--- config.mk ---
export PLATFORM = sky130hd
export DESIGN_NAME = io_subsys_top
export DESIGN_NICKNAME = d
export VERILOG_FILES = /design/src/common/lite_bus_pkg.sv /design/src/common/io_map_pkg.sv /design/src/common/lite_if.sv /design/src/io_crossbar/io_addr_decode.sv /design/src/io_crossbar/io_write_router.sv /design/src/io_crossbar/io_read_router.sv /design/src/io_subsys_top.sv
export SDC_FILE = /design/constraint.sdc
export NUM_CORES = 1
export LEC_CHECK = 0
export ABC_AREA = 1
export CAP_MARGIN = 15
export CORE_AREA = 4 4 336 338
export DETAILED_ROUTE_END_ITERATION = 10
export DIE_AREA = 0 0 340 342
export DONT_BUFFER_PORTS = 1
export HOLD_SLACK_MARGIN = 0.05
export PLACE_DENSITY_LB_ADDON = 0.3
export SYNTH_ARGS = -nofsm -noshare
export SYNTH_HDL_FRONTEND = slang
export SYNTH_SLANG_ARGS = --single-unit
--- constraint.sdc ---
create_clock -name clk_i -period 8.05 [get_ports clk_i]
set_clock_uncertainty 0.05 [all_clocks]
set_input_delay 2.415 -clock clk_i [delete_from_list [all_inputs] [get_ports clk_i]]
set_output_delay 2.415 -clock clk_i [all_outputs]
set_load 0.01 [all_outputs]
--- src/common/lite_bus_pkg.sv ---
// lite bus types

package lite_bus_pkg;

   ////////////////////////////////////////
   // widths

   localparam int ADDR_W = 32;
   localparam int DATA_W = 64;

   typedef logic [ADDR_W-1:0]   addr_t;
   typedef logic [DATA_W-1:0]   data_t;
   typedef logic [DATA_W/8-1:0] strb_t;  // one bit per data byte

   ////////////////////////////////////////
   // response codes

   typedef enum logic [1:0] {
      OKAY   = 2'b00,
      SLVERR = 2'b10,
      DECERR = 2'b11   // no slot matched
   } resp_e;

endpackage

--- src/common/io_map_pkg.sv ---
// io device slot map

package io_map_pkg;

   import lite_bus_pkg::*;

   localparam int N_SLOTS = 3;

   typedef enum int unsigned {
      SLOT_HOST = 0,  // test host
      SLOT_UART = 1,
      SLOT_SPI  = 2
   } slot_e;

   typedef logic [N_SLOTS-1:0] slot_sel_t;  // one-hot

   // index 0 is the host slot, listed high slot first
   localparam addr_t [N_SLOTS-1:0] SLOT_BASE = {
      32'h4000_2000,   // spi
      32'h4000_1000,   // uart
      32'h4000_0000    // host
   };

   localparam addr_t [N_SLOTS-1:0] SLOT_MASK = {
      32'h0000_0FFF,
      32'h0000_0FFF,
      32'h0000_0FFF
   };

endpackage

--- src/common/lite_if.sv ---
// lite bus channel bundle
`timescale 1ns/1ns

interface lite_if
   import lite_bus_pkg::*;
();

   // write address, data, response
   logic  aw_valid, aw_ready;
   addr_t aw_addr;
   logic  w_valid, w_ready;
   data_t w_data;
   strb_t w_strb;
   logic  b_valid, b_ready;
   resp_e b_resp;

   // read address and data
   logic  ar_valid, ar_ready;
   addr_t ar_addr;
   logic  r_valid, r_ready;
   data_t r_data;
   resp_e r_resp;

   modport initiator (
      output aw_valid, aw_addr, w_valid, w_data, w_strb, b_ready,
      output ar_valid, ar_addr, r_ready,
      input  aw_ready, w_ready, b_valid, b_resp,
      input  ar_ready, r_valid, r_data, r_resp
   );

   modport target (
      input  aw_valid, aw_addr, w_valid, w_data, w_strb, b_ready,
      input  ar_valid, ar_addr, r_ready,
      output aw_ready, w_ready, b_valid, b_resp,
      output ar_ready, r_valid, r_data, r_resp
   );

endinterface

--- src/io_crossbar/io_addr_decode.sv ---
// io slot address decoder
`timescale 1ns/1ns

module io_addr_decode
   import lite_bus_pkg::*;
   import io_map_pkg::*;
#(
   parameter int ADDR_W = lite_bus_pkg::ADDR_W,
   parameter logic [N_SLOTS-1:0][ADDR_W-1:0] SLOT_BASE = io_map_pkg::SLOT_BASE,
   parameter logic [N_SLOTS-1:0][ADDR_W-1:0] SLOT_MASK = io_map_pkg::SLOT_MASK
) (
   input  addr_t     addr_i,
   output slot_sel_t sel_o,
   output logic      hit_o
);

   // mask bits are the offset inside a slot
   always_comb begin
      for (int i = 0; i < N_SLOTS; i++) begin
         sel_o[i] = (addr_i & ~SLOT_MASK[i]) == (SLOT_BASE[i] & ~SLOT_MASK[i]);
      end
   end

   assign hit_o = |sel_o;

   // overlapping slot ranges would select two devices at once
   always_comb begin
      assert ($onehot0(sel_o))
         else $error("io_addr_decode: address %h hits several slots", addr_i);
   end

endmodule

--- src/io_crossbar/io_write_router.sv ---
// lite write channel router
`timescale 1ns/1ns

module io_write_router
   import lite_bus_pkg::*;
   import io_map_pkg::*;
#(
   parameter int ADDR_W = lite_bus_pkg::ADDR_W,
   parameter int DATA_W = lite_bus_pkg::DATA_W,
   parameter logic [N_SLOTS-1:0][ADDR_W-1:0] SLOT_BASE = io_map_pkg::SLOT_BASE,
   parameter logic [N_SLOTS-1:0][ADDR_W-1:0] SLOT_MASK = io_map_pkg::SLOT_MASK
) (
   input  logic      clk_i,
   input  logic      arst_n_i,
   lite_if.target    up,
   lite_if.initiator dev [N_SLOTS]
);

   typedef enum logic [1:0] {W_IDLE, W_FWD, W_WAIT, W_RESP} wr_state_e;

   wr_state_e           state_q;
   slot_sel_t           sel_q, dec_sel;
   logic                dec_hit, accept;
   logic                aw_done_q, w_done_q;
   logic                aw_hs, w_hs, b_hs;
   logic [ADDR_W-1:0]   addr_q;
   logic [DATA_W-1:0]   data_q;
   logic [DATA_W/8-1:0] strb_q;
   resp_e               resp_q, b_resp_sel;
   slot_sel_t           aw_valid_v, aw_ready_v, w_valid_v, w_ready_v, b_valid_v;
   resp_e               b_resp_v [N_SLOTS];

   io_addr_decode #(
      .ADDR_W    (ADDR_W),
      .SLOT_BASE (SLOT_BASE),
      .SLOT_MASK (SLOT_MASK)
   ) u_decode (
      .addr_i (up.aw_addr),
      .sel_o  (dec_sel),
      .hit_o  (dec_hit)
   );

   ////////////////////////////////////////
   // upstream side

   assign up.aw_ready = (state_q == W_IDLE);
   assign up.w_ready  = (state_q == W_IDLE);
   assign up.b_valid  = (state_q == W_RESP);
   assign up.b_resp   = resp_q;
   assign accept      = (state_q == W_IDLE) && up.aw_valid && up.w_valid;

   ////////////////////////////////////////
   // device side

   assign aw_valid_v = (state_q == W_FWD && !aw_done_q) ? sel_q : '0;
   assign w_valid_v  = (state_q == W_FWD && !w_done_q) ? sel_q : '0;
   assign aw_hs      = |(aw_valid_v & aw_ready_v);
   assign w_hs       = |(w_valid_v & w_ready_v);
   assign b_hs       = (state_q == W_WAIT) && |(sel_q & b_valid_v);

   for (genvar i = 0; i < N_SLOTS; i++) begin : g_dev
      assign dev[i].aw_valid = aw_valid_v[i];
      assign dev[i].aw_addr  = addr_q;
      assign dev[i].w_valid  = w_valid_v[i];
      assign dev[i].w_data   = data_q;
      assign dev[i].w_strb   = strb_q;
      assign dev[i].b_ready  = (state_q == W_WAIT) && sel_q[i];
      assign aw_ready_v[i]   = dev[i].aw_ready;
      assign w_ready_v[i]    = dev[i].w_ready;
      assign b_valid_v[i]    = dev[i].b_valid;
      assign b_resp_v[i]     = dev[i].b_resp;

      a_aw_hold: assert property (@(posedge clk_i) disable iff (!arst_n_i)
         aw_valid_v[i] && !aw_ready_v[i] |=> aw_valid_v[i])
         else $error("io_write_router: aw valid dropped before ready");
   end

   always_comb begin
      b_resp_sel = OKAY;
      for (int i = 0; i < N_SLOTS; i++) begin
         if (sel_q[i]) b_resp_sel = b_resp_v[i];
      end
   end

   // one write in flight, aw and w complete in any order
   always_ff @(posedge clk_i or negedge arst_n_i) begin
      if (!arst_n_i) begin
         state_q   <= W_IDLE;
         sel_q     <= '0;
         aw_done_q <= 1'b0;
         w_done_q  <= 1'b0;
      end else begin
         case (state_q)
            W_IDLE: if (accept) begin
               sel_q     <= dec_sel;
               aw_done_q <= 1'b0;
               w_done_q  <= 1'b0;
               state_q   <= dec_hit ? W_FWD : W_RESP;
            end
            W_FWD: begin
               if (aw_hs) aw_done_q <= 1'b1;
               if (w_hs) w_done_q <= 1'b1;
               if ((aw_done_q || aw_hs) && (w_done_q || w_hs)) state_q <= W_WAIT;
            end
            W_WAIT: if (b_hs) state_q <= W_RESP;
            W_RESP: if (up.b_ready) state_q <= W_IDLE;
            default: state_q <= W_IDLE;
         endcase
      end
   end

   always_ff @(posedge clk_i) begin
      if (accept) begin
         addr_q <= up.aw_addr;
         data_q <= up.w_data;
         strb_q <= up.w_strb;
      end
      if (accept && !dec_hit) resp_q <= DECERR;  // never forwarded
      else if (b_hs) resp_q <= b_resp_sel;
   end

   a_aw_onehot: assert property (@(posedge clk_i) disable iff (!arst_n_i)
      $onehot0(aw_valid_v))
      else $error("io_write_router: several device aw valids");

endmodule

--- src/io_crossbar/io_read_router.sv ---
// lite read channel router
`timescale 1ns/1ns

module io_read_router
   import lite_bus_pkg::*;
   import io_map_pkg::*;
#(
   parameter int ADDR_W = lite_bus_pkg::ADDR_W,
   parameter int DATA_W = lite_bus_pkg::DATA_W,
   parameter logic [N_SLOTS-1:0][ADDR_W-1:0] SLOT_BASE = io_map_pkg::SLOT_BASE,
   parameter logic [N_SLOTS-1:0][ADDR_W-1:0] SLOT_MASK = io_map_pkg::SLOT_MASK
) (
   input  logic      clk_i,
   input  logic      arst_n_i,
   lite_if.target    up,
   lite_if.initiator dev [N_SLOTS]
);

   typedef enum logic [1:0] {R_IDLE, R_FWD, R_WAIT, R_RESP} rd_state_e;

   rd_state_e         state_q;
   slot_sel_t         sel_q, dec_sel;
   logic              dec_hit, accept, ar_hs, r_hs;
   logic [ADDR_W-1:0] addr_q;
   logic [DATA_W-1:0] data_q, r_data_sel;
   resp_e             resp_q, r_resp_sel;
   slot_sel_t         ar_ready_v, r_valid_v;
   data_t             r_data_v [N_SLOTS];
   resp_e             r_resp_v [N_SLOTS];

   io_addr_decode #(
      .ADDR_W    (ADDR_W),
      .SLOT_BASE (SLOT_BASE),
      .SLOT_MASK (SLOT_MASK)
   ) u_decode (
      .addr_i (up.ar_addr),
      .sel_o  (dec_sel),
      .hit_o  (dec_hit)
   );

   assign up.ar_ready = (state_q == R_IDLE);
   assign up.r_valid  = (state_q == R_RESP);
   assign up.r_data   = data_q;
   assign up.r_resp   = resp_q;
   assign accept      = (state_q == R_IDLE) && up.ar_valid;
   assign ar_hs       = (state_q == R_FWD) && |(sel_q & ar_ready_v);
   assign r_hs        = (state_q == R_WAIT) && |(sel_q & r_valid_v);

   for (genvar i = 0; i < N_SLOTS; i++) begin : g_dev
      assign dev[i].ar_valid = (state_q == R_FWD) && sel_q[i];
      assign dev[i].ar_addr  = addr_q;
      assign dev[i].r_ready  = (state_q == R_WAIT) && sel_q[i];
      assign ar_ready_v[i]   = dev[i].ar_ready;
      assign r_valid_v[i]    = dev[i].r_valid;
      assign r_data_v[i]     = dev[i].r_data;
      assign r_resp_v[i]     = dev[i].r_resp;
   end

   always_comb begin
      r_data_sel = '0;
      r_resp_sel = OKAY;
      for (int i = 0; i < N_SLOTS; i++) begin
         if (sel_q[i]) begin
            r_data_sel = r_data_v[i];
            r_resp_sel = r_resp_v[i];
         end
      end
   end

   always_ff @(posedge clk_i or negedge arst_n_i) begin
      if (!arst_n_i) begin
         state_q <= R_IDLE;
         sel_q   <= '0;
      end else begin
         case (state_q)
            R_IDLE: if (accept) begin
               sel_q   <= dec_sel;
               state_q <= dec_hit ? R_FWD : R_RESP;
            end
            R_FWD:  if (ar_hs) state_q <= R_WAIT;
            R_WAIT: if (r_hs) state_q <= R_RESP;
            R_RESP: if (up.r_ready) state_q <= R_IDLE;
            default: state_q <= R_IDLE;
         endcase
      end
   end

   always_ff @(posedge clk_i) begin
      if (accept) addr_q <= up.ar_addr;
      if (accept && !dec_hit) begin
         data_q <= '0;      // decode error carries no data
         resp_q <= DECERR;
      end else if (r_hs) begin
         data_q <= r_data_sel;
         resp_q <= r_resp_sel;
      end
   end

   a_r_hold: assert property (@(posedge clk_i) disable iff (!arst_n_i)
      up.r_valid && !up.r_ready |=> up.r_valid && $stable(up.r_data))
      else $error("io_read_router: upstream r dropped or changed before ready");

endmodule

--- src/io_subsys_top.sv ---
// io crossbar top level
`timescale 1ns/1ns

module io_subsys_top
   import lite_bus_pkg::*;
   import io_map_pkg::*;
#(
   parameter int ADDR_W = lite_bus_pkg::ADDR_W,
   parameter int DATA_W = lite_bus_pkg::DATA_W,
   parameter logic [N_SLOTS-1:0][ADDR_W-1:0] SLOT_BASE = io_map_pkg::SLOT_BASE,
   parameter logic [N_SLOTS-1:0][ADDR_W-1:0] SLOT_MASK = io_map_pkg::SLOT_MASK
) (
   input  logic                               clk_i,
   input  logic                               arst_n_i,
   // upstream from the processor
   input  logic                               s_aw_valid_i,
   output logic                               s_aw_ready_o,
   input  logic [ADDR_W-1:0]                  s_aw_addr_i,
   input  logic                               s_w_valid_i,
   output logic                               s_w_ready_o,
   input  logic [DATA_W-1:0]                  s_w_data_i,
   input  logic [DATA_W/8-1:0]                s_w_strb_i,
   output logic                               s_b_valid_o,
   input  logic                               s_b_ready_i,
   output logic [1:0]                         s_b_resp_o,
   input  logic                               s_ar_valid_i,
   output logic                               s_ar_ready_o,
   input  logic [ADDR_W-1:0]                  s_ar_addr_i,
   output logic                               s_r_valid_o,
   input  logic                               s_r_ready_i,
   output logic [DATA_W-1:0]                  s_r_data_o,
   output logic [1:0]                         s_r_resp_o,
   // device slots, host / uart / spi
   output logic [N_SLOTS-1:0]                 m_aw_valid_o,
   input  logic [N_SLOTS-1:0]                 m_aw_ready_i,
   output logic [N_SLOTS-1:0][ADDR_W-1:0]     m_aw_addr_o,
   output logic [N_SLOTS-1:0]                 m_w_valid_o,
   input  logic [N_SLOTS-1:0]                 m_w_ready_i,
   output logic [N_SLOTS-1:0][DATA_W-1:0]     m_w_data_o,
   output logic [N_SLOTS-1:0][DATA_W/8-1:0]   m_w_strb_o,
   input  logic [N_SLOTS-1:0]                 m_b_valid_i,
   output logic [N_SLOTS-1:0]                 m_b_ready_o,
   input  logic [N_SLOTS-1:0][1:0]            m_b_resp_i,
   output logic [N_SLOTS-1:0]                 m_ar_valid_o,
   input  logic [N_SLOTS-1:0]                 m_ar_ready_i,
   output logic [N_SLOTS-1:0][ADDR_W-1:0]     m_ar_addr_o,
   input  logic [N_SLOTS-1:0]                 m_r_valid_i,
   output logic [N_SLOTS-1:0]                 m_r_ready_o,
   input  logic [N_SLOTS-1:0][DATA_W-1:0]     m_r_data_i,
   input  logic [N_SLOTS-1:0][1:0]            m_r_resp_i
);

   lite_if up ();
   lite_if dev [N_SLOTS] ();

   ////////////////////////////////////////
   // upstream bundle

   assign up.aw_valid  = s_aw_valid_i;
   assign up.aw_addr   = s_aw_addr_i;
   assign s_aw_ready_o = up.aw_ready;
   assign up.w_valid   = s_w_valid_i;
   assign up.w_data    = s_w_data_i;
   assign up.w_strb    = s_w_strb_i;
   assign s_w_ready_o  = up.w_ready;
   assign s_b_valid_o  = up.b_valid;
   assign s_b_resp_o   = up.b_resp;
   assign up.b_ready   = s_b_ready_i;
   assign up.ar_valid  = s_ar_valid_i;
   assign up.ar_addr   = s_ar_addr_i;
   assign s_ar_ready_o = up.ar_ready;
   assign s_r_valid_o  = up.r_valid;
   assign s_r_data_o   = up.r_data;
   assign s_r_resp_o   = up.r_resp;
   assign up.r_ready   = s_r_ready_i;

   ////////////////////////////////////////
   // device bundles

   for (genvar i = 0; i < N_SLOTS; i++) begin : g_slot
      assign m_aw_valid_o[i] = dev[i].aw_valid;
      assign m_aw_addr_o[i]  = dev[i].aw_addr;
      assign dev[i].aw_ready = m_aw_ready_i[i];
      assign m_w_valid_o[i]  = dev[i].w_valid;
      assign m_w_data_o[i]   = dev[i].w_data;
      assign m_w_strb_o[i]   = dev[i].w_strb;
      assign dev[i].w_ready  = m_w_ready_i[i];
      assign dev[i].b_valid  = m_b_valid_i[i];
      assign dev[i].b_resp   = resp_e'(m_b_resp_i[i]);
      assign m_b_ready_o[i]  = dev[i].b_ready;
      assign m_ar_valid_o[i] = dev[i].ar_valid;
      assign m_ar_addr_o[i]  = dev[i].ar_addr;
      assign dev[i].ar_ready = m_ar_ready_i[i];
      assign dev[i].r_valid  = m_r_valid_i[i];
      assign dev[i].r_data   = m_r_data_i[i];
      assign dev[i].r_resp   = resp_e'(m_r_resp_i[i]);
      assign m_r_ready_o[i]  = dev[i].r_ready;
   end

   // write and read paths run independently
   io_write_router #(
      .ADDR_W    (ADDR_W),
      .DATA_W    (DATA_W),
      .SLOT_BASE (SLOT_BASE),
      .SLOT_MASK (SLOT_MASK)
   ) u_write_router (
      .clk_i    (clk_i),
      .arst_n_i (arst_n_i),
      .up       (up),
      .dev      (dev)
   );

   io_read_router #(
      .ADDR_W    (ADDR_W),
      .DATA_W    (DATA_W),
      .SLOT_BASE (SLOT_BASE),
      .SLOT_MASK (SLOT_MASK)
   ) u_read_router (
      .clk_i    (clk_i),
      .arst_n_i (arst_n_i),
      .up       (up),
      .dev      (dev)
   );

endmodule

After elaboration in Yosys (flattened, before gate mapping):

Index checks and enable logic that the tools add are counted.

* output and inout port bits: 496
* register bits after elaboration: 216
* bits of input ports: 362
* word-level logic and storage cells: 110

* bitwise operators: 5
* mux-type cells: 28
* equality and inequality tests: 22
* reductions and logical operators: 42

Operator list (count)
* two-way mux 64 bit: 3
* equality test 20 x 19 -> 1 bit (second input constant): 6
* two-way mux 2 bit: 16
* OR reduction 3 bit: 7
* logical AND 1 bit: 20
* != test 2 x 1 -> 1 bit (second input constant): 9
* one-hot mux 2 bit (4 select lines): 2
* bitwise AND 3 bit: 5
* equality test 2 bit (second input constant): 4
* AND reduction 4 bit: 2
* two-way mux 3 bit: 2
* AND reduction 3 bit: 2
* equality test 2 x 1 -> 1 bit (second input constant): 2
* logical NOT 1 bit: 4
* logical NOT 2 bit: 2
* one-hot mux 1 bit (2 select lines): 2
* AND reduction 2 bit: 2
* two-way mux 1 bit: 3
* logical OR 1 bit: 2
* != test 2 bit (second input constant): 1
* nonzero test 2 bit: 1

Longest topological paths before layout:

Gate-level depths: netlist of the first run.

* word-level depth: 9
* depth in mapped cells: 11
* gate-level depth less buffers: 10

Least setup slack after synthesis of the first run:

Ideal clock, no wire load.

* kind: input -> register
* from: in s_w_valid_i
* to: reg u_write_router.sel_q[0]
* path buffers: 0
* stages on the path: 4
* library setup time: 0.098 ns
* arrival time: 5.102 ns
* slack: 2.800 ns
* data required time: 7.902 ns
* cell sequence: nand3_1 inv_1 nand2_1 o31ai_1

* longest elaborated chain between the ends: 2

RTL lines
* from (decl): line io_subsys_top.sv:19 `input logic s_w_valid_i,`
* logical AND 1 bit: line io_write_router.sv:50 `assign accept = (state_q == W_IDLE) && up.aw_valid && up.w_valid;`
* named net u_write_router.accept: line io_write_router.sv:23 `logic dec_hit, accept;`
* AND reduction 2 bit (no source line)
* to (signal assigned): line io_write_router.sv:95 `sel_q <= dec_sel;`
* to (decl): line io_write_router.sv:22 `slot_sel_t sel_q, dec_sel;`

The timed path passes the listed nets, and every way through them passes these cells.
A chain may end at the register's enable or synchronous reset.

Worst setup path after layout of the first run:

* from: reg u_read_router.sel_q[1]
* to: out m_ar_valid_o[1]

* longest elaborated chain between the ends: 1

RTL lines
* from (decl): line io_read_router.sv:22 `slot_sel_t sel_q, dec_sel;`
* from (signal assigned): line io_read_router.sv:77 `sel_q <= dec_sel;`
* logical AND 1 bit: line io_read_router.sv:50 `assign dev[i].ar_valid = (state_q == R_FWD) && sel_q[i];`
* to (decl): line io_subsys_top.sv:44 `output logic [N_SLOTS-1:0] m_ar_valid_o,`

Every way passes these cells.

==> results of run 1 <==
-- layer usage --
layer,global-route usage,part of all wire,up-vias
li1,-,-,3271
met1,0.113,0.37,3636
met2,0.173,0.49,670
met3,0.0400,0.10,104
met4,0.0379,0.038,4
met5,0,0.00037,-
-- cells by family (layout without fill, tap and decap cells) --
kind of cell | count (synthesis) | after routing
buf+inv | 443 | 164
simple gates | 399 | 399
compound gates | 216 | 216
flops | 216 | 216
fa+ha+maj | 8 | 8
other cells | 0 | 11
-- tightest hold or removal path: stages (launching register included) --
cell and delay, ns:
dfrtp_1 0.41, nand2_1 0.07, nand2_1 0.06
-- final cells by class --
cell class,instances,area [um^2],area share
Timing Repair Buffer,6,45.0,0.00380
Sequential cell,216,5750,0.485
Multi-Input combinational cell,623,2790,0.235
Clock buffer,37,808,0.0681
Inverter,100,378,0.0318
Antenna cell,11,27.5,0.00232
Clock inverter,21,208,0.0175
Tap cell,1488,1860,0.157
-- final timing paths --
path,startpoint,endpoint,slack [ns],cells past startpoint
setup / recovery,u_read_router.sel_q[1],m_ar_valid_o[1],3.33,3
max in group asynchronous,arst_n_i,u_read_router.sel_q[1],6.42,0
hold reg to reg,u_write_router.state_q[0],u_write_router.state_q[0],0.51,2
hold / removal,u_write_router.state_q[0],u_write_router.state_q[0],0.51,2
setup reg to reg,u_write_router.state_q[1],u_write_router.dev[0].w_data[41],4.80,5
min in group asynchronous,arst_n_i,u_read_router.sel_q[2],1.43,0
-- sequential cells by signal (all words and copies together) (netlist names) --
register	flops
u_read_router.sel_q	3
u_read_router.state_q	2
u_write_router.state_q	2
u_read_router.up.r_resp	2
u_write_router.dev.aw_addr	32
u_write_router.w_done_q	1
u_write_router.dev.w_data	64
u_write_router.up.b_resp	2
u_write_router.sel_q	3
u_read_router.up.r_data	64
u_write_router.dev.w_strb	8
u_read_router.dev.ar_addr	32
u_write_router.aw_done_q	1
-- synth_stat cells (all sizes together) --
| cell type | n | area (um^2) |
|---|---|---|
| nand2 | 323 | 1210 |
| dfxtp | 68 | 1360 |
| nor3 | 2 | 10.0 |
| buf | 322 | 2450 |
| nand3 | 16 | 85.1 |
| ha | 8 | 100 |
| o22ai | 2 | 12.5 |
| dfrtp | 12 | 300 |
| nor2 | 47 | 184 |
| o21ai | 135 | 676 |
| clkbuf | 21 | 81.3 |
| edfxtp | 136 | 4080 |
| o31ai | 3 | 22.5 |
| a21oi | 71 | 355 |
| a21boi | 1 | 7.51 |
| o211ai | 4 | 30.0 |
| nand4 | 9 | 56.3 |
| clkinv | 1 | 3.75 |
| or2 | 2 | 12.5 |
| inv | 99 | 372 |
-- stage by stage --
| stage | utilization | power [mW] | std cells | hold slack [ns] | instance area [um^2] |
|---|---|---|---|---|---|
| CTS | 0.108 | 4.64 | 2491 | 0.520 | 11800 |
| finish | 0.108 | 4.45 | 2502 | 0.514 | 11900 |
| detailed placement | 0.0984 | 3.17 | 2433 | 0.505 | 10800 |
| floorplan | - | 2.73 | 1282 | 0.445 | 11400 |
| global placement | 0.0984 | 3.14 | 2433 | 0.469 | 10800 |
| global route | 0.108 | 4.81 | 2502 | 0.533 | 11900 |
-- report_power, final --
group,switching (mW),internal [mW],leakage [nW]
combinational,0.641,0.285,1.90
clock,0.595,0.794,0.497
sequential,0.651,1.48,1.95
==> impl_metrics.yaml, run 1 <==
run_status:
  outcome: "finished clean"
grt:
  grt_pass1_vias: 7629
  grt_overflow: 0
  grt_use_total: 0.101
  grt_first_pass_wirelength_mm: 78.3
  grt_max_degree: 133
  antenna_found_initial: 21
cts:
  postCtsSetupRepairBufs: 0
  clk_path_buf_depth: 3
  ctsHoldBuffers: 0
  worstSkewPairLatency_ns: 0.62
  cts_resized: 0
  clock_sinks: 216
  clk_pin_slew_ns: 0.06
  htreeDepth: 1
  cts_buffers: 31
  root_buffer: "clkbuf_16"
  cts_tree: "yes"
detailed_routing:
  viasPerCell: 3.07
  drtIter0Drc: 450
  dr.pass1.iters: 7
  vias: 7685
  wl_per_cell_um: 24.9
  route.detailed.drc: 0
  ant_nets: 0
  wirelength_mm: 62.3
critical_path:
  path_cells: "buf_4, nand2_1, inv_1"
  max_stage_delay_ns: 0.64
  cp_top_family: "buffers and inverters"
  path_class: "reg -> out"
  start_kind: "flip-flop"
  slowest_stage: "buf_4"
  worstPathMaxFanout: 67
  critPathBufInv: 2
  end_kind: "primary output"
  cp_data_required_time_ns: 5.59
  worstPathArrival_ns: 2.26
final_layout:
  synthToLayoutAreaGrowth_pct: 3.90
  fill_cells: 12700
  layout_commonest_cell: "nand2_1"
  nets: 1348
  drive_above_1_share: 0.0638
  layout_common_cells: "322 x nand2_1, 136 x edfxtp_1, 96 x inv_1, 89 x o21ai_1, 71 x a21oi_1"
yosys:
  yosys_register_bits: 216
  syn_inst: 1282
  synth_seq_area_share: 0.503
  synthAdderAreaFrac: 0.00876
  synth_top_family_by_area: "buffers and inverters"
  yosysUniqueCellTypes: 29
  synthXorXnorAreaFrac: 0
  synth.mux.area_fraction: 0
  netlist_area_mm2: 0.0114
  syn_nets: 1652
  syn_area_per_cell_um2: 8.91
  synth_compound_area_frac: 0.0966
  yosys.area_share.simple: 0.137
  ys_warn_count: 0
floorplanning:
  core_mm2: 0.110
  die_w_um: 340
  num_rows: 122
  die_area_mm2: 0.116
  fp.dieH_um: 342
  ios: 858
  start_util: 0.104
place:
  dp_slack_ns: 3.39
  portBuffers: 0
  gp_congestion: 0.940
  dp_hpwl_mm: 51.6
run:
  cap_violations: 0
sta:
  period_share: 0.586
  worst_slew_pin_slew_ns: 1.07
  layout_setup_ws_ns: 3.33
  relSlewSlack: 0.285
  timing.fmax_mhz: 212
  hold_viol: 0
  rsz0062_at_grt: "no"
  slew_viol_final: 0
  finalSetupTns_ns: 0
  setup_viol: 0
  min_period_ns: 4.72
pwr:
  p_leak_nw: 4.34
  power.density_mw_per_mm2: 375
  max-vdd-ir-drop_v: 0.000207
hold_path:
  hold_path.class: "reg -> reg"
No activity file was read; power rests on OpenSTA's default activity.
==> inputs of run 2 (changes only) <==
- clock period: 8.05 -> 4.85 ns (I/O delays scaled with it)
==> run 2 against run 1 <==
  * Via count decreased by 0.85%
  * Cell count hardly changed
  * Die area unchanged
  * Global-route usage grew 0.17 points
  * Critical path depth up 1
  * Critical path type unchanged
==> impl_metrics.yaml, run 2 (synthesized netlist as in run 1, its figures left out) <==
final_layout:
  drive_above_1_share: 0.0772
  final_util: 0.110
  layout_commonest_cell: "nand2_1"
  nets: 1355
  layout_common_cells: "322 x nand2_1, 136 x edfxtp_1, 96 x inv_1, 89 x o21ai_1, 71 x a21oi_1"
  finalInstanceArea_mm2: 0.0121
  synthToLayoutAreaGrowth_pct: 5.97
pwr:
  internal_power_mw: 4.63
  switchingPower_mw: 3.17
  p_clk_frac: 0.347
  combPwrFrac: 0.188
  p_seq_frac: 0.465
  p_leak_nw: 4.46
  max-vdd-ir-drop_v: 0.000306
  power.density_mw_per_mm2: 645
  total_power_mw: 7.80
  swShare: 0.407
cts:
  htreeDepth: 2
  postCtsSetupRepairBufs: 0
  ctsHoldBuffers: 0
  clk_pin_slew_ns: 0.05
  worstSkewPairLatency_ns: 0.56
  cts_buffers: 34
  root_buffer: "clkbuf_16"
  clock_sinks: 216
  cts_tree: "yes"
  clk_path_buf_depth: 3
  cts_resized: 0
critical_path:
  cp_data_required_time_ns: 3.35
  path_class: "reg -> out"
  worstPathArrival_ns: 2.17
  worstPathMaxFanout: 9
  end_kind: "primary output"
  start_kind: "flip-flop"
sta:
  min_period_ns: 3.67
  period_share: 0.757
  slew_viol_final: 0
  hold_viol: 0
  rsz0062_at_grt: "no"
  setup_viol: 0
  timing.fmax_mhz: 272
  worst_slew_pin_slew_ns: 1.07
  relSlewSlack: 0.280
  finalSetupTns_ns: 0
floorplanning:
  start_util: 0.104
  die_w_um: 340
  fp.dieH_um: 342
  core_mm2: 0.110
  die_area_mm2: 0.116
  ios: 858
  num_rows: 122
detailed_routing:
  viasPerCell: 3.04
  vias: 7620
  wirelength_mm: 62.8
  dr.pass1.iters: 4
  wl_per_cell_um: 25.1
  ant_nets: 0
  route.detailed.drc: 0
  drtIter0Drc: 553
place:
  gp_congestion: 0.932
  dpl_cell_area_mm2: 0.0109
  dp_hpwl_mm: 52.5
  portBuffers: 0
grt:
  grt_max_degree: 133
  grt_use_total: 0.103
  gr-max-usage-layer: "met2"
  grt_util_met2: 0.175
  gr-usage-met1: 0.113
  grt_first_pass_wirelength_mm: 78.6
  grt_overflow: 0
  grt_pass1_vias: 7599
  gr-usage-met3: 0.0469
  antenna_found_initial: 11
hold_path:
  hold_path.class: "reg -> reg"
run_status:
  outcome: "finished clean"
run:
  cap_violations: 0
==> run 2: changes by cell type in the layout (fill, tap and decap cells not counted), sizes merged <==
cell | before | now
diode | 11 | 4
inv | 108 | 103
buf | 6 | 10
bufinv | 2 | 6
clkbuf | 37 | 40
clkinvlp | 1 | 3
==> run 2: worst max-delay path: stages, from the launching register on <==
cell	delay, ns
dfrtp_1	0.42
inv_1	0.10
ha_1	0.35
nand2_1	0.26
nor2_1	0.48
==> run 2: power groups by stage <==
stage                     Sequential, mW  Clock, mW  Combinational, mW
after floorplan                     2.91          0               1.62
after detailed placement            3.77          0               1.50
after CTS                           3.74       2.86               1.50
after global routing                3.75       2.93               1.70
final                               3.63       2.70               1.47
after global placement              3.76          0               1.46
==> run 2: worst paths after layout <==
path | to | cells past startpoint | slack [ns] | from
min | u_write_router.state_q[0] | 2 | 0.49 | u_write_router.state_q[0]
max | m_aw_valid_o[0] | 4 | 1.18 | u_write_router.state_q[1]
max reg2reg | u_read_router.up.r_data[20] | 8 | 1.78 | u_read_router.sel_q[1]
max in group asynchronous | u_read_router.sel_q[1] | 0 | 4.13 | arst_n_i
min reg2reg | u_write_router.state_q[0] | 2 | 0.49 | u_write_router.state_q[0]
min in group asynchronous | u_write_router.aw_done_q | 0 | 0.54 | arst_n_i
==> run 2: final cells by class <==
class | instances | area [um^2]
sequential | 216 | 5750
multi-input combinational | 623 | 2790
antenna | 4 | 10.0
fill | 12600 | 98000
tap | 1488 | 1860
clock buffer | 40 | 915
inverter | 100 | 378
clock inverter | 22 | 313
timing repair buffer | 10 | 87.6
==> run 2: per-stage QoR <==
stage                     cells  hold slack (ns)  setup slack [ns]
after floorplan            1282            0.445             0.560
after global routing       2503            0.476              1.08
after detailed placement   2437            0.487              1.46
after global placement     2435            0.469              1.49
final                      2503            0.492              1.18
after CTS                  2499            0.457              1.13
==> run 2: per-layer routing <==
metal  vias up  part of all wire
li1       3272                 -
met1      3607              0.37
met2       652              0.49
met3        85              0.11
met4         4             0.032
met5         -           0.00043
==> inputs of run 3 (changes only) <==
- clock period: 4.85 -> 2.9 ns (I/O delays scaled with it)
==> run 3 against run 2 <==
  * Critical path depth unchanged
  * Design area down 0.16%
  * Clock power up 43%
  * Routed wire length down 1.9%
  * Global-route usage down 0.26 points
  * Sequential share of layout area up 0.074 points
  * Cell count up 0.32%
  * Total power up 60%
  * Setup slack worse by 1.1 ns
  * Register-to-register slack worse by 1.1 ns
  * Core utilization about the same
  * Critical path type unchanged
  * Highest routed layer unchanged
==> impl_metrics.yaml, run 3 (synthesized netlist as in run 1, its figures left out) <==
run_status:
  outcome: "finished clean"
critical_path:
  path_class: "reg -> out"
  cp_data_required_time_ns: 1.98
  worstPathMaxFanout: 5
  end_kind: "primary output"
  start_kind: "flip-flop"
  reg2reg_depth: 7
  worstPathArrival_ns: 1.87
cts:
  clock_sinks: 216
  root_buffer: "clkbuf_16"
  cts_buffers: 28
  htreeDepth: 1
  worstSkewPairLatency_ns: 0.58
  clk_path_buf_depth: 3
  postCtsSetupRepairBufs: 0
  cts_tree: "yes"
  clk_pin_slew_ns: 0.06
grt:
  grt_first_pass_wirelength_mm: 77.6
  antenna_found_initial: 22
  grt_overflow: 0
  grt_pass1_vias: 7525
  grt_max_degree: 106
  grt_use_total: 0.100
pwr:
  max-vdd-ir-drop_v: 0.000412
  switchingPower_mw: 5.07
  p_seq_frac: 0.477
  p_clk_frac: 0.311
  power.density_mw_per_mm2: 1030
  p_leak_nw: 4.43
  swShare: 0.407
  combPwrFrac: 0.212
  total_power_mw: 12.5
  internal_power_mw: 7.38
final_layout:
  layout_common_cells: "322 x nand2_1, 136 x edfxtp_1, 96 x inv_1, 89 x o21ai_1, 71 x a21oi_1"
  synthToLayoutAreaGrowth_pct: 5.81
  final_util: 0.110
  nets: 1361
  final_cells: 2511
  drive_above_1_share: 0.0850
  layout_commonest_cell: "nand2_1"
detailed_routing:
  vias: 7662
  dr.pass1.iters: 5
  drtIter0Drc: 519
  viasPerCell: 3.05
  wl_per_cell_um: 24.5
  wirelength_mm: 61.6
  route.detailed.drc: 0
  ant_nets: 0
sta:
  finalSetupTns_ns: 0
  min_period_ns: 2.79
  slew_viol_final: 0
  hold_viol: 0
  timing.fmax_mhz: 358
  setup_viol: 0
  relSlewSlack: 0.483
  layout_setup_ws_ns: 0.109
  worst_slew_pin_slew_ns: 0.767
  rsz0062_at_grt: "no"
  period_share: 0.962
place:
  dp_slack_ns: 0.522
  gp_congestion: 0.994
  portBuffers: 0
  dp_hpwl_mm: 52.7
  dp_cells: 2448
floorplanning:
  die_w_um: 340
  start_util: 0.104
  core_mm2: 0.110
  ios: 858
  die_area_mm2: 0.116
  fp.dieH_um: 342
  num_rows: 122
hold_path:
  hold_path.class: "in -> reg"
  holdPathStages: 0
run:
  cap_violations: 0
==> run 3: changes by cell type in the layout (fill, tap and decap cells not counted), sizes merged, moves of 4 or more <==
cell    previous run  this run
clkbuf            40        35
diode              4        11
inv              103        99
buf               10        21
==> run 3: cell type report <==
class	count	area, um^2
multi-input cells	623	2840
inverters	100	379
clock inverters	16	241
clock buffers	35	768
diodes	11	27.5
well taps	1488	1860
fillers	12600	98000
flip-flops and latches	216	5750
repair buffers	22	218
==> run 3: timing repair <==
item,4_1_cts,5_1_grt
gates resized for setup,7,4
hold buffers,1,0
endpoints found under the setup margin,7,4
pin swaps,0,0
hold endpoints to repair,12,0
==> run 3: per-stage QoR <==
stage | instance area (um^2) | hold slack (ns)
2_1_floorplan | 11400 | 0.445
3_3_place_gp | 11000 | 0.474
3_5_place_dp | 11000 | 0.484
4_1_cts | 12000 | 0.256
5_1_grt | 12100 | 0.263
6_report | 12100 | 0.324
==> run 3: power by group through the flow <==
stage | Sequential (mW) | Combinational, mW | Clock (mW)
after floorplan | 4.86 | 2.72 | 0
after global placement | 6.14 | 2.60 | 0
after detailed placement | 6.16 | 2.65 | 0
after CTS | 6.10 | 2.68 | 4.05
after global routing | 6.11 | 3.05 | 4.20
final | 5.94 | 2.64 | 3.87
==> run 3: path summary, 6_finish.rpt <==
check,from,endpoint,slack (ns)
max,u_write_router.state_q[0],m_b_ready_o[1],0.11
min,s_w_data_i[32],u_write_router.dev[0].w_data[32],0.32
max reg2reg,u_read_router.sel_q[1],u_read_router.up.r_data[21],0.67
min reg2reg,u_write_router.state_q[1],u_write_router.state_q[1],0.50
max in group asynchronous,arst_n_i,u_read_router.sel_q[2],1.52
min in group asynchronous,arst_n_i,u_write_router.aw_done_q,0.75
==> run 3: layer usage <==
| metal | GRT usage | wire length [um] | up-vias |
|---|---|---|---|
| li1 | - | - | 3285 |
| met1 | 0.108 | 22300 | 3667 |
| met2 | 0.174 | 30100 | 614 |
| met3 | 0.0446 | 6860 | 86 |
| met4 | 0.0356 | 2260 | 10 |
| met5 | 0 | 61 | - |
==> run 3: worst max-delay path, cell delays in order (launching register included) <==
cell     delay [ns]
dfrtp_1        0.44
inv_1          0.11
ha_1           0.41
nand2_1        0.11
inv_1          0.22
